## config.mk

```make
export PLATFORM = sky130hd
export DESIGN_NAME = mem_arbiter
export DESIGN_NICKNAME = d
export VERILOG_FILES = /design/src/common/trs_io_pkg.sv /design/src/logic/mem_arbiter.sv
export SDC_FILE = /design/constraint.sdc
export NUM_CORES = 1
export LEC_CHECK = 0
export BUFFER_PORTS_ARGS = -buffer_cell sky130_fd_sc_hd__buf_2
export CORE_MARGIN = 2
export CORE_UTILIZATION = 24
export CTS_BUF_LIST = sky130_fd_sc_hd__clkbuf_4 sky130_fd_sc_hd__clkbuf_8 sky130_fd_sc_hd__clkbuf_16
export CTS_CLUSTER_DIAMETER = 120
export DETAILED_ROUTE_END_ITERATION = 7
export GPL_TIMING_DRIVEN = 1
export PLACE_DENSITY_LB_ADDON = 0.25
export SLEW_MARGIN = 10
export SYNTH_ARGS = -nofsm -noshare
export SYNTH_HDL_FRONTEND = slang
export SYNTH_SLANG_ARGS = --single-unit
```

## constraint.sdc

```tcl
create_clock -name clk -period 1.2 [get_ports clk]
set_clock_uncertainty 0.15 [all_clocks]
set_input_delay 0.3 -clock clk [delete_from_list [all_inputs] [get_ports clk]]
set_output_delay 0.3 -clock clk [all_outputs]
set_load 0.02 [all_outputs]
```

## src/common/trs_io_pkg.sv

```systemverilog
package trs_io_pkg;

  // sizes
  localparam int ram_aw   = 12;                // 4 kbyte shared ram, 64 pages of 64
  localparam int trs_aw   = 16;                // z80 address bus
  localparam int bp_slots = 8;
  localparam int bp_iw    = $clog2(bp_slots);  // slot index width

  // esp command codes, numbering kept from the full trs-io command set
  localparam logic [7:0] cmd_get_cookie       = 8'd0;
  localparam logic [7:0] cmd_bram_poke        = 8'd1;
  localparam logic [7:0] cmd_bram_peek        = 8'd2;
  localparam logic [7:0] cmd_set_breakpoint   = 8'd6;
  localparam logic [7:0] cmd_clear_breakpoint = 8'd7;
  localparam logic [7:0] cmd_enable_bp        = 8'd11;
  localparam logic [7:0] cmd_disable_bp       = 8'd12;
  localparam logic [7:0] cmd_xray_resume      = 8'd13;
  localparam logic [7:0] cmd_get_version      = 8'd15;
  localparam logic [7:0] cmd_set_led          = 8'd26;

  // reply constants
  localparam logic [7:0] cookie_val  = 8'haf;
  localparam logic [7:0] version_val = {3'd0, 5'd3};  // major 0, minor 3

  // parser to breakpoint unit ops
  localparam logic [2:0] bp_op_set     = 3'd0;
  localparam logic [2:0] bp_op_clear   = 3'd1;
  localparam logic [2:0] bp_op_enable  = 3'd2;
  localparam logic [2:0] bp_op_disable = 3'd3;
  localparam logic [2:0] bp_op_resume  = 3'd4;

  // parser states
  localparam logic ps_idle = 1'b0;
  localparam logic ps_read = 1'b1;  // collecting parameter bytes

  // the three parameter bytes, first received byte in the top bits
  typedef union packed {
    struct packed {
      logic [7:0] addr_lo;
      logic [7:0] addr_hi;
      logic [7:0] data;     // poke only
    } mem_view;
    struct packed {
      logic [7:0] slot;
      logic [7:0] addr_lo;
      logic [7:0] addr_hi;
    } bp_view;
  } cmd_args_u;

endpackage

```

## src/logic/mem_arbiter.sv

```systemverilog
`timescale 1ns/1ns

module mem_arbiter (
  input  logic                          clk,
  input  logic                          cass_out_sel_n,
  input  logic                          trs_req,
  input  logic                          trs_we,
  input  logic [trs_io_pkg::ram_aw-1:0] trs_addr,
  input  logic [7:0]                    trs_wdata,
  output logic                          trs_gnt,
  output logic [7:0]                    trs_rdata,
  output logic                          trs_rvalid,
  input  logic                          esp_req,
  input  logic                          esp_we,
  input  logic [trs_io_pkg::ram_aw-1:0] esp_addr,
  input  logic [7:0]                    esp_wdata,
  output logic                          esp_gnt,
  output logic [7:0]                    esp_rdata,
  output logic                          esp_rvalid,
  output logic                          ram_en,
  output logic                          ram_we,
  output logic [trs_io_pkg::ram_aw-1:0] ram_addr,
  output logic [7:0]                    ram_wdata,
  input  logic [7:0]                    ram_rdata
);

  // bus side always first, the z80 cannot be stretched
  assign trs_gnt = trs_req;
  assign esp_gnt = esp_req & ~trs_req;

  assign ram_en    = trs_gnt | esp_gnt;
  assign ram_we    = trs_gnt ? trs_we    : (esp_gnt & esp_we);
  assign ram_addr  = trs_gnt ? trs_addr  : esp_addr;
  assign ram_wdata = trs_gnt ? trs_wdata : esp_wdata;

  // return tag, reads only
  always_ff @(posedge clk or negedge cass_out_sel_n) begin
    if (!cass_out_sel_n) begin
      trs_rvalid <= 1'b0;
      esp_rvalid <= 1'b0;
    end else begin
      trs_rvalid <= trs_gnt & ~trs_we;
      esp_rvalid <= esp_gnt & ~esp_we;
    end
  end

  assign trs_rdata = ram_rdata;  // only meaningful with rvalid
  assign esp_rdata = ram_rdata;

endmodule

```

# ---- Word level (Yosys, flattened, before mapping)
# Index checks and enable logic that the tools add are counted.
dict set report classes {
  bitwise 8
  n_mux 3
}
# cell n
set op_table {}
lappend op_table {{$mux 12} 1}
lappend op_table {{$mux 8} 1}
lappend op_table {{$and 1x1->1} 4}
lappend op_table {{$not 1->1} 3}
lappend op_table {{$mux 1} 1}
lappend op_table {{$or 1x1->1} 1}
dict set report totals {
  word_cells 13
  regBits 2
}

# ---- Logic depth before layout (Yosys ltp)
# Gate-level depths: netlist of the first run.
dict set report depth {
  word_depth 4
  depth_mapped 3
  depth_no_buf 2
}

# ---- Worst setup path before layout of the first run
# OpenSTA, ideal clock, no wires.
dict set report synth_path {
  kind {in2out}
  from {in trs_req}
  to {out ram_we}
  path_slack_ns -0.343
  arrival_time_ns 1.093
  path_stages 3
  t_required_ns 0.750
  path_cell_list {buf_6 > nor2b_1 > a22o_1}
}
dict set report synth_via {
  elab_chain_len 4
}
# element line_no
set synth_lines {}
lappend synth_lines {{start, declared} mem_arbiter.sv:6} ;# input logic trs_req,
lappend synth_lines {{$not 1->1} mem_arbiter.sv:29} ;# assign esp_gnt = esp_req & ~trs_req;
lappend synth_lines {{$and 1x1->1} mem_arbiter.sv:29}
lappend synth_lines {{net esp_gnt} mem_arbiter.sv:17} ;# output logic esp_gnt,
lappend synth_lines {{$and 1x1->1} mem_arbiter.sv:32} ;# assign ram_we = trs_gnt ? trs_we : (esp_gnt & esp_we);
lappend synth_lines {{$mux 1} mem_arbiter.sv:32}
lappend synth_lines {{end, declared} mem_arbiter.sv:21} ;# output logic ram_we,
# The timed path passes the listed nets, and every way through them passes these cells.

# ---- Worst setup path after layout of the first run
dict set report layout_path {
  from {in trs_req}
  to {out ram_addr[11] (netlist bit)}
}
dict set report layout_via {
  elab_chain_len 1
}
# element line_no
set layout_lines {}
lappend layout_lines {{$mux 12} mem_arbiter.sv:33} ;# assign ram_addr = trs_gnt ? trs_addr : esp_addr;
lappend layout_lines {{end, declared} mem_arbiter.sv:22} ;# output logic [trs_io_pkg::ram_aw-1:0] ram_addr,
# No other way between the ends.

==> summary.md, run 1 <==
| Metric | Value |
|---|---|
| Status | finished with violations |
| Violations in the final reports | negative setup slack |
| Average vias per placed instance | 4.074 |
| Top Ports | 96 |
| HPWL Detailed | 1185 um |
| Grt total ovfl | 0 |
| Top post-synthesis cells by area | mux2_4, buf_4, dfrtp_1, buf_6, mux2_2 |
| Fin Setup TNS | -5.011 ns |
| Post-synth cell types | 8 |
| Yosys warnings | 0 |
| Fill cells | 212 |
| Die width | about 51 um |
| Nets@finish | 164 |
| Combinational power share | between 60% and 70% |
| CP max FO | 7 |
| Sw Ratio | 31.97% |
| Clk pwr share | 21.3% |
| Global-route wire length before repair | 2332 um |
| P&R area growth vs syn | 104.2% |
| Setup crit start kind | primary input |
| Starting density of the core | about a quarter |
| Fin. Hold Viols | 0 |
| Yosys top cell by area | mux2_4 |
| CTS tree | yes |
| Final setup fails | 24 |
| Placer Congestion | 0.6056 |
| RSZ-0062 raised after global routing | yes |
| Register share of total power | 10.3% |
| Pre-CTS setup slack | -0.3685 ns |
| DRC | 0 |
| Area of the multi-input gates | 345.3 um2 |
| Worst Hold Launch | trs_we |
| Hold Crit Depth | 2 |
| Total wire length | 1575 um |
| Crit path arrival time | 1.00 ns |
| Final min period | 1.445 ns |
| Max-slew headroom | 92.60% |
| Initial antenna violation count | 0 |
| Row Count | 17 |
| Mapped Nets | 101 |
| Post-route ant nets | 0 |
| Main synth FF type | dfrtp_1 |
| Register Area | 50.05 um2 |
| Mean Syn Cell Area | 11.37 um2 |
| Core ar. | ~2100 um2 |
| Psw | 0.0002214 W |
| Leak | 0.6134 nW |
| Period utilisation layout | 120.4% |
| Layout cells sized above 1 | 95.37% |
| Commonest cells in the netlist | buf_4, mux2_4, buf_6, mux2_2, nor2b_1 |
| WL/cell | 11.58 um |
| Clock slew at reported path FFs | around 0.030 ns |
| Largest net degree at the start of global routing | 8 |
| Hold endpoint | trs_rvalid |
| Sequential share of the synthesized area | 9.368% |
| Longest Clk Path Bufs | 2 |
| CTS buffer count | 3 |
| Die Area | between 2000 and 3000 um2 |
| Number of flops mapped to enable cells by yosys | 0 |
| Slew Viols, Final | 0 |
| Ys async rst share | 100.0% |
| TritonRoute pass-1 iters | 4 |
| Int Power | approximately 0.00047 W |
| Via count | 554 |
| Worst endpoint required time | 0.75 ns |
| Register bit total from synthesis | 2 |
| Starting DRT DRC Count | 2 |
| Worst setup path class | in2out |
| Yosys top cell area share | 47.78% |
| Final WS setup | -0.2453 ns |
| Port Buffers | 71 |
| Vias in the first global route | 555 |
| Slew at the pin closest to its max-slew limit | 0.1107 ns |
| Mapped Cells | 47 |
| GRT Overall Usage | 11.80% |
| H-Tree Depth | 1 |
| DIE HEIGHT | 51.18 um |
| Peak Freq | roughly 690 MHz |
| Post-Syn Area | 534.3 um2 |
| Worst Setup End Kind | primary output |
| Max Cap Violations | 0 |
| CTS sink cnt | 2 |
| N_diodes | 0 |
| Worst hold path class | in2reg |
| Pwr Density | 634.6 nW/um2 |
| Maximum vdd drop | 0.0003332 V |
| Root buffer cell | clkbuf_4 |
[cells in the final DEF, fill, tap and decap left out]
master          n
buf_16          2
buf_4           1
nor2b_4         1
buf_2          47
dfrtp_1         2
clkbuf_4        3
buf_6          24
buf_12          3
dlygate4sd3_1   1
mux2_4         18
nor2b_1         2
mux2_2          2
or2_4           1
a22o_4          1
[how the worst max path moves through the flow]
| stage | start | to | slack [ns] | depth (start not counted) |
|---|---|---|---|---|
| 5_1_grt | trs_req | ram_addr[1] | -0.26 | 4 |
| 2_1_floorplan | trs_req | ram_addr[0] | -0.14 | 3 |
| 6_report | trs_req | ram_addr[11] | -0.25 | 4 |
| 3_5_place_dp | trs_req | ram_addr[11] | -0.37 | 4 |
| 3_3_place_gp | trs_req | ram_addr[6] | -0.35 | 4 |
| 4_1_cts | trs_req | ram_addr[11] | -0.25 | 4 |
[critical path: stages]
cell    delay [ns]
buf_12        0.13
buf_12        0.14
mux2_4        0.30
buf_6         0.13
[logic make-up after synthesis]
group                  after synthesis  synth area share, %
AOI/OAI and AO/OA                    1                1.640
buffers and inverters               20                30.21
muxes                               20                54.10
and+or+nand+nor                      4                4.685
DFF                                  2                9.368
[what timing repair did]
action | in CTS | in global routing
setup endpoints to repair | 24 | 24
cloned | 2 | 0
hold buffers | 1 | 0
endpoints found under the hold margin | 2 | 0
buffers inserted | 2 | 1
gates resized for setup | 55 | 1
[power groups by stage]
stage	logic, W	registers (W)	clock network, W
global placement	0.000346	0.0000721	0
global route	0.000498	0.0000716	0.000163
floorplan	0.000294	0.0000764	0
finish	0.000473	0.0000715	0.000148
CTS	0.000476	0.0000714	0.000154
detailed placement	0.000352	0.0000721	0
[stage by stage]
step	hold slack [ns]	utilization, %	cell area, um2	instances	power (W)
floorplan	-0.1456	-	559.3	47	0.0003705
global placement	-0.06510	38.03	817.0	128	0.0004186
detailed placement	-0.06376	38.03	817.0	128	0.0004242
CTS	0.1028	50.79	1091	136	0.0007012
global route	0.1135	50.79	1091	136	0.0007325
finish	0.1070	50.79	1091	136	0.0006924
[state kept, by name, indices dropped and copies added (netlist names)]
name and flops:
trs_rvalid 1, esp_rvalid 1
[per-layer routing]
metal  global-route usage [%]  vias to the layer above  routed length [um]
met3                    2.632                        6                 154
met1                    9.877                      250                 481
met4                    7.658                        0                  27
met2                    24.03                       32                 911
li1                         -                      266                   -
met5                        0                        -                   0
[area by class of cell]
cell class,count,share of cell area [%]
Sequential cell,2,4.587
Multi-Input combinational cell,25,31.65
Clock buffer,3,2.064
Timing Repair Buffer,78,58.49
Tap cell,28,3.211
No activity file was read; power rests on OpenSTA's default activity.
==> run 2: changes to the inputs <==
- ABC_AREA: unset -> 1
- CORE_UTILIZATION: 24 -> 22
- SLEW_MARGIN: 10 -> 15
==> run 2 against run 1 <==
Against the previous run:
- global-route usage is 3.8 points higher
- fmax is 11% higher
- clock power is 3% higher
- sequential share of layout area shrank 0.35 points
- critical endpoint is now ram_wdata[7]
- worst hold slack worse by 0.0070 ns
- the run still ends with negative setup slack left
- synthesized cell count rose by 96%
- die area fell by 2.4%
- cell count rose by 32%
- critical path depth grew 2
==> summary.md, run 2 <==
| Metric | Value |
|---|---|
| Status | finished with violations |
| Violations in the final reports | negative setup slack |
| Row Count | 16 (-1) |
| Post-synth cell types | 9 (+1) |
| Largest net degree at the start of global routing | 16 (+8) |
| Average vias per placed instance | 4.346 (+6.7%) |
| Slew at the pin closest to its max-slew limit | 0.1362 ns (+0.02552 ns) |
| Initial antenna violation count | 0 (unchanged) |
| CTS tree | yes |
| Period utilisation layout | 108.6% (-12 points) |
| Slew Viols, Final | 0 (unchanged) |
| Pre-CTS setup slack | -0.1621 ns (+0.2064 ns) |
| Root buffer cell | clkbuf_4 |
| Hold Crit Depth | 2 (unchanged) |
| Fin. Hold Viols | 0 (unchanged) |
| Largest registers | esp_rvalid x1, trs_rvalid x1 |
| CTS buffer count | 3 (unchanged) |
| Worst setup path class | in2out |
| H-Tree Depth | 1 (unchanged) |
| Max Cap Violations | 0 (unchanged) |
| Register bit total from synthesis | 2 (unchanged) |
| Mapped Nets | 146 (+45%) |
| Final min period | 1.304 ns (-0.1416 ns) |
| Maximum vdd drop | 0.0003409 V (+2.3%) |
| Placer Congestion | 0.6543 (+8.0%) |
| Worst hold path class | in2reg |
| Peak Freq | 767.1 MHz (+11%) |
| Via count | 778 (+40%) |
| Commonest cells in the netlist | nand2_1, buf_4, buf_6, dfrtp_1, nor2_1 |
| Worst Hold Launch | trs_we |
| P&R area growth vs syn | 147.5% |
| DRC | 0 (unchanged) |
| Yosys top cell area share | 49.61% (+1.8 points) |
| Die Area | 2555 um2 (-2.4%) |
| RSZ-0062 raised after global routing | yes |
| Top post-synthesis cells by area | nand2_1, buf_4, dfrtp_1, buf_6, nor2_1 |
| DIE HEIGHT | 50.55 um (-1.2%) |
| Clock slew at reported path FFs | 0.03 ns (about the same) |
| GRT Overall Usage | 15.64% (+3.8 points) |
| Sequential share of the synthesized area | 10.50% (+1.1 points) |
| HPWL Detailed | 1331 um (+12%) |
| Final WS setup | -0.1036 ns (+0.1416 ns) |
| Worst endpoint required time | 0.75 ns (about the same) |
| Most frequent cell after synthesis | nand2_1 |
| Final setup fails | 23 (-4.2%) |
| Mean Syn Cell Area | 5.182 um2 (-54%) |
| Placed cell count | 173 (+35%) |
| Post-route ant nets | 0 (unchanged) |
| Yosys top cell by area | nand2_1 |
| Top Ports | 96 (unchanged) |
| Pwr Density | 618.9 nW/um2 (-2.5%) |
| Leak | 0.6857 nW (+12%) |
| Post-Syn Area | 476.7 um2 (-11%) |
| Most common cell after layout, fill and taps aside | buf_2 |
| Grt total ovfl | 0 (unchanged) |
| Port Buffers | 71 (unchanged) |
| Crit path arrival time | 0.85 ns (-0.15 ns) |
| Total power | 0.0007302 W (+5.5%) |
| WL/cell | 11.92 um (+2.9%) |
| Starting density of the core | 23.81% (-1.1 points) |
| Starting DRT DRC Count | 3 (+1) |
| Layout cells sized above 1 | 81.58% (-14 points) |
| Max-slew headroom | 90.85% (-1.8 points) |
| Die width | 50.55 um (-1.2%) |
| Worst Setup End Kind | primary output |
| Longest Clk Path Bufs | 2 (unchanged) |
| CP Launch Point | trs_req |
| Total wire length | 2134 um (+35%) |
| Core ar. | 2002 um2 (-6.8%) |
| TritonRoute pass-1 iters | 4 (unchanged) |
| Main synth FF type | dfrtp_1 |
| Yosys warnings | 0 (unchanged) |
| Hold endpoint | trs_rvalid |
| Setup crit start kind | primary input |
| Ys async rst share | 100.0% (unchanged) |
| Most frequent cells in the layout | buf_2, nand2_2, buf_6 |
| N_diodes | 0 (unchanged) |
| Number of flops mapped to enable cells by yosys | 0 (unchanged) |
| Vias in the first global route | 736 (+33%) |
| Mapped Cells | 92 (+96%) |
| CP max FO | 8 (+1) |
| Global-route wire length before repair | 3056 um (+31%) |
| Nets@finish | 208 (+27%) |
| CTS sink cnt | 2 (unchanged) |
| Final core occ | 58.94% (+8.2 points) |
| Final Non-Filler Cells | 179 (+32%) |
run 2: cell types whose count changed after synthesis, sizes merged:
cell,previous run,this run
mux2,20,0
a22o,1,0
buf,20,21
inv,0,2
nor2b,3,0
nor2,0,2
nor3,0,1
nand3,0,1
nand2,0,63
or2,1,0
run 2: layout make-up:
cell class | instances | area, um2
Timing Repair Buffer | 78 | 629.4
Clock buffer | 3 | 22.52
Sequential cell | 2 | 50.05
Multi-Input combinational cell | 67 | 424.2
Inverter | 2 | 20.02
Tap cell | 27 | 33.78
Fill cell | 173 | 822.0
run 2: how the worst max path moves through the flow:
stage                        end  slack [ns]  depth (start not counted)
finish              ram_wdata[7]       -0.10                          6
global route        ram_wdata[7]       -0.13                          6
CTS                       ram_we       -0.09                          6
detailed placement  ram_wdata[3]       -0.16                          6
global placement          ram_we       -0.16                          6
floorplan                esp_gnt       0.004                          2
run 2: logic make-up (layout without fill, tap and decap cells):
logic type	after synthesis	after routing	share of synthesized area, %
and+or+nand+nor	67	67	53.28
buffers and inverters	23	83	36.22
DFF	2	2	10.50
run 2: critical path, cell delays in order:
cell and delay, ns:
buf_12 0.11, clkinv_8 0.05, buf_12 0.13, nand2_2 0.06, nand2_2 0.07, buf_6 0.11
run 2: power breakdown:
part	internal (W)	total (W)	leakage, nW	switching (W)
Clock	0.000111	0.000152	0.0138	0.0000417
Sequential	0.0000710	0.0000723	0.0263	0.00000133
Combinational	0.000255	0.000506	0.646	0.000250
Total	0.000437	0.000730	0.686	0.000293
run 2: through the flow:
| stage | instance area, um2 | setup TNS [ns] | hold WS (ns) |
|---|---|---|---|
| after floorplan | 476.7 | 0 | -0.1456 |
| after global placement | 743.2 | -3.073 | -0.06268 |
| after detailed placement | 743.2 | -3.162 | -0.06376 |
| after CTS | 1064 | -1.807 | 0.08551 |
| after global routing | 1180 | -2.361 | 0.09526 |
| final | 1180 | -1.790 | 0.09995 |
run 2: repair_timing:
| action | in CTS | in global routing |
|---|---|---|
| resized for setup | 82 | 36 |
| gates cloned | 1 | 0 |
| buffers inserted | 1 | 0 |
| endpoints found under the hold margin | 2 | 0 |
| pin swaps | 11 | 14 |
| endpoints found under the setup margin | 23 | 25 |
| hold buffers | 1 | 0 |
run 2: per-layer routing:
layer | vias to the layer above | track usage [%] | share of wire, %
met2 | 47 | 30.26 | 59
met5 | - | 0 | 0
met3 | 6 | 5.655 | 9.5
met1 | 349 | 15.50 | 31
met4 | 0 | 4.054 | 0.66
li1 | 376 | - | -
