File: src/common/trs_io_pkg.sv
package trs_io_pkg;

  // sizes
  localparam int ram_aw   = 12;                // 4 kbyte shared ram, 64 pages of 64
  localparam int trs_aw   = 16;                // z80 address bus
  localparam int bp_slots = 8;
  localparam int bp_iw    = $clog2(bp_slots);  // slot index width

  // esp command codes, numbering kept from the full trs-io command set
  localparam logic [7:0] cmd_get_cookie       = 8'd0;
  localparam logic [7:0] cmd_bram_poke        = 8'd1;
  localparam logic [7:0] cmd_bram_peek        = 8'd2;
  localparam logic [7:0] cmd_set_breakpoint   = 8'd6;
  localparam logic [7:0] cmd_clear_breakpoint = 8'd7;
  localparam logic [7:0] cmd_enable_bp        = 8'd11;
  localparam logic [7:0] cmd_disable_bp       = 8'd12;
  localparam logic [7:0] cmd_xray_resume      = 8'd13;
  localparam logic [7:0] cmd_get_version      = 8'd15;
  localparam logic [7:0] cmd_set_led          = 8'd26;

  // reply constants
  localparam logic [7:0] cookie_val  = 8'haf;
  localparam logic [7:0] version_val = {3'd0, 5'd3};  // major 0, minor 3

  // parser to breakpoint unit ops
  localparam logic [2:0] bp_op_set     = 3'd0;
  localparam logic [2:0] bp_op_clear   = 3'd1;
  localparam logic [2:0] bp_op_enable  = 3'd2;
  localparam logic [2:0] bp_op_disable = 3'd3;
  localparam logic [2:0] bp_op_resume  = 3'd4;

  // parser states
  localparam logic ps_idle = 1'b0;
  localparam logic ps_read = 1'b1;  // collecting parameter bytes

  // the three parameter bytes, first received byte in the top bits
  typedef union packed {
    struct packed {
      logic [7:0] addr_lo;
      logic [7:0] addr_hi;
      logic [7:0] data;     // poke only
    } mem_view;
    struct packed {
      logic [7:0] slot;
      logic [7:0] addr_lo;
      logic [7:0] addr_hi;
    } bp_view;
  } cmd_args_u;

endpackage

File: src/logic/trs_mem_port.sv
`timescale 1ns/1ns

module trs_mem_port (
  input  logic                          clk,
  input  logic                          cass_out_sel_n,
  input  logic [trs_io_pkg::trs_aw-1:0] trs_a,
  input  logic                          trs_rd_n,
  input  logic                          trs_wr_n,
  input  logic [7:0]                    trs_d_in,
  output logic [7:0]                    trs_d_out,
  output logic                          trs_d_oe,
  output logic                          trs_req,
  output logic                          trs_we,
  output logic [trs_io_pkg::ram_aw-1:0] trs_addr,
  output logic [7:0]                    trs_wdata,
  input  logic                          trs_gnt,
  input  logic [7:0]                    trs_rdata,
  input  logic                          trs_rvalid,
  output logic                          rd_start,
  output logic [trs_io_pkg::trs_aw-1:0] rd_addr
);
  import trs_io_pkg::*;

  logic [2:0] rd_r;
  logic [2:0] wr_r;
  logic       rd_fall;
  logic       rd_rise;
  logic       wr_fall;

  assign rd_fall = (rd_r[2:1] == 2'b10);
  assign rd_rise = (rd_r[2:1] == 2'b01);
  assign wr_fall = (wr_r[2:1] == 2'b10);

  always_ff @(posedge clk or negedge cass_out_sel_n) begin
    if (!cass_out_sel_n) begin
      rd_r     <= 3'b111;
      wr_r     <= 3'b111;
      trs_req  <= 1'b0;
      trs_we   <= 1'b0;
      trs_d_oe <= 1'b0;
      rd_start <= 1'b0;
    end else begin
      rd_r     <= {rd_r[1:0], trs_rd_n};
      wr_r     <= {wr_r[1:0], trs_wr_n};
      rd_start <= rd_fall;
      if (trs_gnt)
        trs_req <= 1'b0;
      if (rd_fall || wr_fall) begin
        trs_req <= 1'b1;  // one ram access per strobe
        trs_we  <= wr_fall;
      end
      if (rd_rise)
        trs_d_oe <= 1'b0;
      else if (trs_rvalid)
        trs_d_oe <= 1'b1;
    end
  end

  // address and data are stable by the time the strobe is seen low
  always_ff @(posedge clk) begin
    if (rd_fall || wr_fall)
      trs_addr <= trs_a[ram_aw-1:0];
    if (wr_fall)
      trs_wdata <= trs_d_in;
    if (rd_fall)
      rd_addr <= trs_a;  // full address for the comparators
    if (trs_rvalid)
      trs_d_out <= trs_rdata;
  end

endmodule

File: config.mk
export PLATFORM = sky130hd
export DESIGN_NAME = trs_mem_port
export DESIGN_NICKNAME = d
export VERILOG_FILES = /design/src/common/trs_io_pkg.sv /design/src/logic/trs_mem_port.sv
export SDC_FILE = /design/constraint.sdc
export NUM_CORES = 1
export LEC_CHECK = 0
export BUFFER_PORTS_ARGS = -buffer_cell sky130_fd_sc_hd__buf_2
export CORE_UTILIZATION = 43
export DETAILED_ROUTE_END_ITERATION = 10
export PLACE_DENSITY = 0.81
export SLEW_MARGIN = 15
export SYNTH_ARGS = -nofsm -noshare
export SYNTH_HDL_FRONTEND = slang
export SYNTH_SLANG_ARGS = --single-unit
export TNS_END_PERCENT = 10
File: constraint.sdc
create_clock -name clk -period 1.55 [get_ports clk]
set_clock_uncertainty 0.2 [all_clocks]
set_input_delay 0.31 -clock clk [delete_from_list [all_inputs] [get_ports clk]]
set_output_delay 0.31 -clock clk [all_outputs]
set_load 0.005 [all_outputs]
Word-level counts from Yosys, hierarchy flattened
Cells that the tools add are included.
{"block": "op_classes", "reduce_logical": 3, "muxes": 4, "n_eq_ne": 3}
{"op": "$eq A2 B2 Y1 const B", "count": 2}
{"op": "$mux W1", "count": 4}
{"op": "$reduce_bool A2 Y1", "count": 2}
{"op": "$eq A2 B1 Y1 const B", "count": 1}
{"op": "$logic_or A1 B1 Y1", "count": 1}
{"block": "totals", "in_bits": 38, "regBits": 54, "wordCells": 20, "output_inout_bits": 48}

Logic depth before layout (Yosys ltp)
Gate-level depths: netlist of the first run.
{"block": "depth", "depth_word": 3, "depth_mapped": 3, "ltp_nobuf": 3}

Worst setup path before layout of the first run
Ideal clock, no wire load.
{"block": "synth_timing", "path_type": "register to register", "startpoint": "register wr_r[2]", "endpoint": "register trs_addr[0] (netlist bit) (enable)", "stages_incl_launch_ff": 3, "t_required_ns": 1.000, "arrival_time_ns": 0.892, "slack_ns": 0.108, "path_buffers": 0, "setup_time_ns": 0.350, "synth_period_minus_slack_ns": 1.442, "cell_sequence": "dfstp_2 nand2b_1 nand2_1"}
{"block": "synth_via", "elab_chain_cells": 2}
{"element": "start, declared", "line": "trs_mem_port.sv:25", "source": "logic [2:0] wr_r;"}
{"element": "start signal, assigned", "line": "trs_mem_port.sv:44", "source": "wr_r <= {wr_r[1:0], trs_wr_n};"}
{"element": "$eq A2 B2 Y1", "line": "trs_mem_port.sv:32", "source": "assign wr_fall = (wr_r[2:1] == 2'b10);"}
{"element": "$logic_or A1 B1 Y1", "line": "trs_mem_port.sv:61", "source": "if (rd_fall || wr_fall)"}
{"element": "end signal, assigned", "line": "trs_mem_port.sv:62", "source": "trs_addr <= trs_a[ram_aw-1:0];"}
{"element": "end, declared", "line": "trs_mem_port.sv:14", "source": "output logic [trs_io_pkg::ram_aw-1:0] trs_addr,"}
Every way passes these cells.
A chain may end at the register's enable or synchronous reset.

Worst setup path in the final report of the first run
{"block": "layout_timing", "startpoint": "register rd_r[2]", "endpoint": "register rd_addr[1] (netlist bit) (enable)"}
{"block": "layout_via", "elab_chain_cells": 1}
{"element": "start, declared", "line": "trs_mem_port.sv:24", "source": "logic [2:0] rd_r;"}
{"element": "start signal, assigned", "line": "trs_mem_port.sv:43", "source": "rd_r <= {rd_r[1:0], trs_rd_n};"}
{"element": "$eq A2 B2 Y1", "line": "trs_mem_port.sv:30", "source": "assign rd_fall = (rd_r[2:1] == 2'b10);"}
{"element": "net rd_fall", "line": "trs_mem_port.sv:26", "source": "logic rd_fall;"}
{"element": "end signal, assigned", "line": "trs_mem_port.sv:66", "source": "rd_addr <= trs_a;"}
{"element": "end, declared", "line": "trs_mem_port.sv:20", "source": "output logic [trs_io_pkg::trs_aw-1:0] rd_addr"}
The timed path passes the listed nets, and every way through them passes these cells.

==> qor.csv, run 1 <==
metric,value,unit
wl_met3,208,um
max_stage_delay,560,ps
ioPinCount,86,
cp_slowest_cell,dfstp_2,
insertedDiodeCount,0,
rows,22,
routedWlPerCell,13.9,um
grt_max_degree,19,
vdd_drop_max,721,uV
crit_path_max_fanout,18,
area_delta_synth_final,54.0,%
cts_setup_buffers,0,
globalplace.congestion,0.702,
hold_buffers,25,
core,0.00366,mm2
ys_async_sr_fraction,0.185,
setup.worst_path.start_class,flop,
dr_wl_met2,1.81,mm
ys_warn_count,0,
clk_pin_slew,90,ps
hold_path_end,trs_addr[8]$_DFFE_PP_,
crit_start,rd_r[2]$_DFF_PN1_,
synth_flop_cell,edfxtp_1,
dpl.cell_count,200,
routed_via_density,4.42,
synth_commonest_cells,"44 x edfxtp_1, 6 x dfstp_2, 4 x dfrtp_1",
antenna_found_initial,0,
ys_seq_area_frac,0.959,
relSlewSlack,0.749,
drtIter0Drc,15,
drv_cap,0,
reg2reg_depth,2,
syn_inst,66,
path_class,reg2reg,
clockRootBuffer,clkbuf_8,
endpoint_kind,flop,
r2r_start,rd_r[2]$_DFF_PN1_,
drive_above_1_share,0.534,
h-tree-depth,2,
outcome,finished clean,
cts_tree,done,
overflow,0,
yosysMostFrequentCell,edfxtp_1,
synth_cell_type_count,12,
grt_pass1_wl,4.93,mm
synth_top_area_frac,0.802,
fin_hold_ws,9.59,ps
vias,1056,
clockBufferDepth,2,
die_x,63.9,um
register_area,0.00158,mm2
grt_usage,0.171,
yosys.area.top_type,edfxtp_1,
die_h,63.9,um
drt_wl_total,3.33,mm
synth_area,0.00165,mm2
holdPathStages,1,
hp-class,in2reg,
cp.required,1310,ps
met1_length,1.24,mm
ys_seq_elements,54,
syn_nets,104,
finalMaxSlewViolations,0,
dp_hpwl,2.15,mm
grt_pass1_vias,1055,
p_per_area,1050,mW/mm2
drc,0,
highest_layer,met4,
fin_crit_sh,0.930,
fin_area,0.00253,mm2
die_area,0.00408,mm2
io_buffers,85,
n_fill_cell,240,
fin_crit,1440,ps
setup_violations,0,
post_cts_resize_count,0,
synth_area_leaders,"edfxtp_1 80%, dfstp_2 9.6%, dfrtp_1 6.1%, nand2b_4 0.84%, nand2b_1 0.76%",
clkLatencyLatePin,290,ps
r2r_slack,110,ps
cts.sinks,54,
rsz0062_at_grt,false,
dr.pass1.iters,4,
multi_input_area,52.6,um2
placed_cell_area,0.00214,mm2
leakagePower,1.09,nW
synth_edf_count,44,
detail-route-antenna-nets,0,
synth_area_per_cell,24.9,um2
fin_setup_tns,0,ps
r2r-end,rd_addr[1]$_DFFE_PP_,
min_from,trs_a[8],
cp.arrival,1210,ps
worstPathCellList,"nand2b_4, inv_2",
layout.cells.non_filler,239,
finalHoldViolCount,0,
fmax,693,MHz
fin_nets,228,
cts_buffers,5,
start_util,0.450,
worstMarginPinSlew,376,ps
[how the worst max path moves through the flow]
stage | to | cells after the start
2_1_floorplan | trs_addr[0]$_DFFE_PP_ | 2
3_5_place_dp | rd_addr[10]$_DFFE_PP_ | 2
5_1_grt | rd_addr[4]$_DFFE_PP_ | 2
6_report | rd_addr[1]$_DFFE_PP_ | 2
3_3_place_gp | rd_addr[10]$_DFFE_PP_ | 2
4_1_cts | rd_addr[4]$_DFFE_PP_ | 2
[routing by layer]
metal,vias up,GRT usage
met5,-,0
met3,6,0.0571
met4,0,0.0653
met2,52,0.315
met1,507,0.179
li1,491,-
[cells by family after synthesis]
group,share of synthesized area
DFF,0.959
and+or+nand+nor,0.0235
buffers and inverters,0.00912
AOI/OAI and AO/OA,0.00836
[layout make-up]
cell class                      instances  share of cell area
Sequential cell                        54               0.623
Clock buffer                            5              0.0271
Timing Repair Buffer                  117               0.293
Multi-Input combinational cell          8              0.0207
Tap cell                               48              0.0237
Clock inverter                          3             0.00642
Inverter                                4             0.00592
[cells in the final DEF, fill, tap and decap left out, drive strengths merged]
cell,instances
a21oi,1
buf,86
clkbuf,5
clkinv,2
clkinvlp,1
dfrtp,4
dfstp,6
dlygate4sd3,31
edfxtp,44
inv,4
nand2,1
nand2b,3
nand3,1
nor2,1
o21ai,1
[power breakdown]
part / switching, mW / total, mW / leakage, nW / internal, mW
logic: 0.102 / 0.241 / 0.520 / 0.139
registers: 0.0253 / 1.69 / 0.529 / 1.67
clock network: 0.408 / 0.718 / 0.0416 / 0.310
[metrics by stage]
step	utilization	power (mW)	setup WS, ps
global placement	0.584	1.89	122
floorplan	-	1.76	108
CTS	0.676	2.66	91.6
finish	0.692	2.65	108
global route	0.692	2.74	38.1
detailed placement	0.584	1.91	103
[worst max-delay path: cells and delay by family, from the launching register on]
| family | cells | cell delay [ps] |
|---|---|---|
| buffers and inverters | 1 | 290 |
| DFF | 1 | 560 |
| and+or+nand+nor | 1 | 60 |
[sequential cells by signal, indices dropped and copies added, names as in the netlist, 3 cells and up]
signal and flops:
rd_r 3, trs_addr 12, wr_r 3, trs_wdata 8, rd_addr 16, trs_d_out 8
No activity file was read; power rests on OpenSTA's default activity.
==> run 2: changes to the inputs <==
--- a/config.mk
+++ b/config.mk
@@ -8,2 +8,3 @@
 export BUFFER_PORTS_ARGS = -buffer_cell sky130_fd_sc_hd__buf_2
+export CORE_MARGIN = 4
 export CORE_UTILIZATION = 43
==> constraint.sdc (replaced) <==
create_clock -name clk -period 1.55 [get_ports clk]
set_clock_uncertainty 0.2 [all_clocks]
set_input_delay 0.155 -clock clk [delete_from_list [all_inputs] [get_ports clk]]
set_output_delay 0.155 -clock clk [all_outputs]
set_load 0.005 [all_outputs]
==> run 2 against run 1 <==
Compared with the run above:
- total power increased by 7.8%
- clock-buffer cell count stayed put
- sequential cell count did not move
- hold slack gained 22 ps
- sequential power hardly changed
- final cell count increased by 2.5%
- critical path type unchanged
- critical endpoint is now trs_addr[9]$_DFFE_PP_
- largest cell class unchanged
==> qor.csv, run 2 (synthesized netlist as in run 1, its figures left out) <==
metric,value,unit
vias,1072,
crit_path_max_fanout,12,
detail-route-antenna-nets,0,
max_stage_delay,540,ps
final_common_cell,buf_2,
grt_usage,0.160,
relSlewSlack,0.757,
fmax,688,MHz
grt_pass1_wl,5.78,mm
finalMaxSlewViolations,0,
start_util,0.446,
drc,0,
grt_use_met2,0.304,
area_delta_synth_final,59.3,%
post_cts_resize_count,0,
setup.worst_path.start_class,flop,
overflow,0,
grt_max_degree,19,
drt_wl_total,3.80,mm
worstPathCellList,"nand2b_1, nand2_1, buf_4",
reg2reg_depth,3,
cp.arrival,1310,ps
antenna_found_initial,0,
fin_setup_tns,0,ps
ioPinCount,86,
top_register,rd_addr,
die_h,69.9,um
clk_pin_slew,90,ps
setup_violations,0,
fin_crit_sh,0.938,
final_cell_mix,"85 x buf_2, 44 x edfxtp_1, 37 x dlygate4sd3_1",
setup_ws,96.1,ps
fin_crit,1450,ps
grt_use_met1,0.158,
routed_via_density,4.38,
cp_slowest_cell,dfstp_2,
cts.sinks,54,
cp.required,1410,ps
drtIter0Drc,38,
drv_cap,0,
top_regs,"rd_addr: 16 flops, trs_addr: 12 flops",
worstMarginPinSlew,364,ps
rows,22,
grt-busiest-layer,met2,
rsz0062_at_grt,false,
path_class,reg2reg,
clockBufferDepth,2,
cts_tree,done,
fin_nets,234,
vdd_drop_max,933,uV
dp_slack,109,ps
largest_reg_flops,16,
core,0.00369,mm2
globalplace.congestion,0.742,
p_per_area,1090,mW/mm2
die_x,69.9,um
io_buffers,85,
dr.pass1.iters,4,
grt_pass1_vias,1179,
dp_hpwl,2.47,mm
h-tree-depth,2,
hp-class,in2async,
drive_above_1_share,0.523,
insertedDiodeCount,0,
clockRootBuffer,clkbuf_8,
routedWlPerCell,15.5,um
cts_buffers,5,
leakagePower,1.13,nW
clkLatencyLatePin,300,ps
grtUsageMet3,0.0331,
endpoint_kind,flop,
cts_setup_buffers,0,
die_area,0.00488,mm2
n_fill_cell,244,
outcome,finished clean,
hold_buffers,37,
finalHoldViolCount,0,
==> run 2: worst paths after layout <==
check / end / startpoint / slack [ps]
max in group asynchronous: wr_r[2]$_DFF_PN1_ / cass_out_sel_n / 860
setup / recovery: trs_addr[9]$_DFFE_PP_ / wr_r[1]$_DFF_PN1_ / 100
min in group clk: wr_r[1]$_DFF_PN1_ / wr_r[0]$_DFF_PN1_ / 160
hold / removal: trs_d_oe$_DFFE_PN0P_ / cass_out_sel_n / 30
hold reg to reg: wr_r[1]$_DFF_PN1_ / wr_r[0]$_DFF_PN1_ / 160
setup reg to reg: trs_addr[9]$_DFFE_PP_ / wr_r[1]$_DFF_PN1_ / 100
==> run 2: stage by stage <==
stage	power [mW]	area [um2]	hold slack, ps	utilization	cells
6_report	2.86	2620	31.7	0.711	245
5_1_grt	2.98	2620	45.5	0.711	245
4_1_cts	2.87	2620	24.0	0.711	245
3_5_place_dp	1.91	2140	-179	0.580	200
3_3_place_gp	1.90	2140	-191	0.580	200
2_1_floorplan	1.76	1650	-341	-	66
==> run 2: routing by layer <==
metal	share of wire	routed length [um]	vias to the layer above
li1	-	-	500
met1	0.34	1300	523
met2	0.59	2250	38
met3	0.041	154	11
met4	0.027	102	0
met5	0	0	-
==> run 2: critical path: cells and delay by family, from the launching register on <==
family | cells | cell delay, ps
buffers and inverters | 1 | 200
flip-flops | 1 | 540
AND/OR/NAND/NOR | 2 | 270
==> run 2: where the power goes <==
group | switching (mW) | leakage [nW] | total [mW] | internal [mW]
clock | 0.429 | 0.0504 | 0.909 | 0.480
combinational | 0.109 | 0.545 | 0.258 | 0.149
sequential | 0.0248 | 0.529 | 1.69 | 1.67
==> run 2: cell type report <==
cell class / count / area [um2] / share of cell area
sequential: 54 / 1580 / 0.602
timing repair buffer: 123 / 803 / 0.306
clock buffer: 5 / 68.8 / 0.0262
tap: 48 / 60.1 / 0.0229
multi-input combinational: 8 / 52.6 / 0.0200
clock inverter: 3 / 45.0 / 0.0172
inverter: 4 / 15.0 / 0.00572
==> run 3: changes to the inputs <==
Settings changed: CTS_BUF_LIST set to sky130_fd_sc_hd__clkbuf_16.
==> run 3 against run 2 <==
Compared with the run above:
- utilization is 1.3 points higher
- combinational power shrank 2%
- die area stayed put
- final area up 1.9%
==> qor.csv, run 3 (synthesized netlist as in run 1, its figures left out) <==
metric,value,unit
outcome,finished clean,
clockBufferDepth,2,
grt_usage,0.163,
die_area,0.00488,mm2
setup.worst_path.start_class,flop,
detail-route-antenna-nets,0,
top_regs,"rd_addr: 16 flops, trs_addr: 12 flops",
routed_via_density,4.40,
routedWlPerCell,15.5,um
crit_family,flip-flops,
final_common_cell,buf_2,
clkLatencyLatePin,280,ps
grt_max_degree,19,
path_class,reg2reg,
grt_pass1_wl,5.80,mm
max_stage_delay,530,ps
cp_slowest_cell,dfstp_2,
fin_area,0.00267,mm2
core,0.00369,mm2
dp_slack,109,ps
die_h,69.9,um
post_cts_resize_count,0,
setup_ws,85.6,ps
cts.sinks,54,
finalHoldViolCount,0,
drt_wl_total,3.80,mm
fin_nets,233,
largest_reg_flops,16,
rsz0062_at_grt,false,
placed_cell_area,0.00214,mm2
grt_pass1_vias,1182,
dr.pass1.iters,4,
overflow,0,
fmax,683,MHz
h-tree-depth,2,
antenna_found_initial,1,
vdd_drop_max,1080,uV
fin_crit_sh,0.945,
fin_crit,1460,ps
area_delta_synth_final,62.3,%
rows,22,
cts_tree,done,
finalMaxSlewViolations,0,
crit_path_max_fanout,12,
grtUsageMet3,0.0475,
hold_buffers,36,
grt_use_met1,0.155,
final_cell_mix,"85 x buf_2, 44 x edfxtp_1, 36 x dlygate4sd3_1",
cp.arrival,1300,ps
hp-class,in2reg,
start_util,0.446,
critPathBufInv,1,
vias,1078,
io_buffers,85,
grt-busiest-layer,met2,
cts_setup_buffers,0,
fin_setup_tns,0,ps
die_x,69.9,um
drtIter0Drc,36,
clk_pin_slew,60,ps
ioPinCount,86,
p_per_area,1190,mW/mm2
grt_use_met2,0.294,
cp.required,1390,ps
worstMarginPinSlew,374,ps
drv_cap,0,
clockRootBuffer,clkbuf_16,
endpoint_kind,flop,
top_register,rd_addr,
dp_hpwl,2.47,mm
worstPathCellList,"nand2b_1, nand2_1, buf_4",
relSlewSlack,0.750,
cts_buffers,5,
leakagePower,1.15,nW
drive_above_1_share,0.526,
setup_violations,0,
drc,0,
globalplace.congestion,0.742,
-- run 3: path summary, 6_finish.rpt --
check	cells past startpoint	end	from	slack (ps)
min in group asynchronous	2	trs_we$_DFFE_PN0P_	cass_out_sel_n	50
hold reg to reg	0	wr_r[1]$_DFF_PN1_	wr_r[0]$_DFF_PN1_	160
max in group asynchronous	2	wr_r[2]$_DFF_PN1_	cass_out_sel_n	840
setup reg to reg	3	trs_addr[8]$_DFFE_PP_	wr_r[1]$_DFF_PN1_	90
hold / removal	1	trs_d_out[6]$_DFFE_PP_	trs_rvalid	20
setup / recovery	3	trs_addr[8]$_DFFE_PP_	wr_r[1]$_DFF_PN1_	90
-- run 3: routing by layer --
| layer | vias to the layer above | share of wire | wire length [um] |
|---|---|---|---|
| li1 | 503 | - | - |
| met1 | 523 | 0.34 | 1280 |
| met2 | 40 | 0.58 | 2190 |
| met3 | 12 | 0.043 | 165 |
| met4 | 0 | 0.042 | 161 |
| met5 | - | 0 | 0 |
-- run 3: cell type report --
type                    count  area (um2)
multi-input cells           8        52.6
repair buffers            122         793
well taps                  48        60.1
diodes                      1        2.50
clock inverters             3        45.0
inverters                   4        15.0
clock buffers               5         125
fillers                   241        1020
flip-flops and latches     54        1580
-- run 3: where the power goes --
part	internal [mW]	total, mW	switching [mW]	leakage [nW]
Combinational	0.147	0.254	0.107	0.541
Clock	0.760	1.22	0.464	0.0760
Sequential	1.67	1.70	0.0257	0.529
Total	2.58	3.17	0.597	1.15
-- run 3: stage by stage --
stage / power [mW] / util / cells / hold WS, ps
2_1_floorplan: 1.76 / - / 66 / -341
3_3_place_gp: 1.90 / 0.580 / 200 / -191
3_5_place_dp: 1.91 / 0.580 / 200 / -179
4_1_cts: 3.20 / 0.724 / 244 / 11.1
5_1_grt: 3.30 / 0.725 / 245 / 20.6
6_report: 3.17 / 0.725 / 245 / 21.6
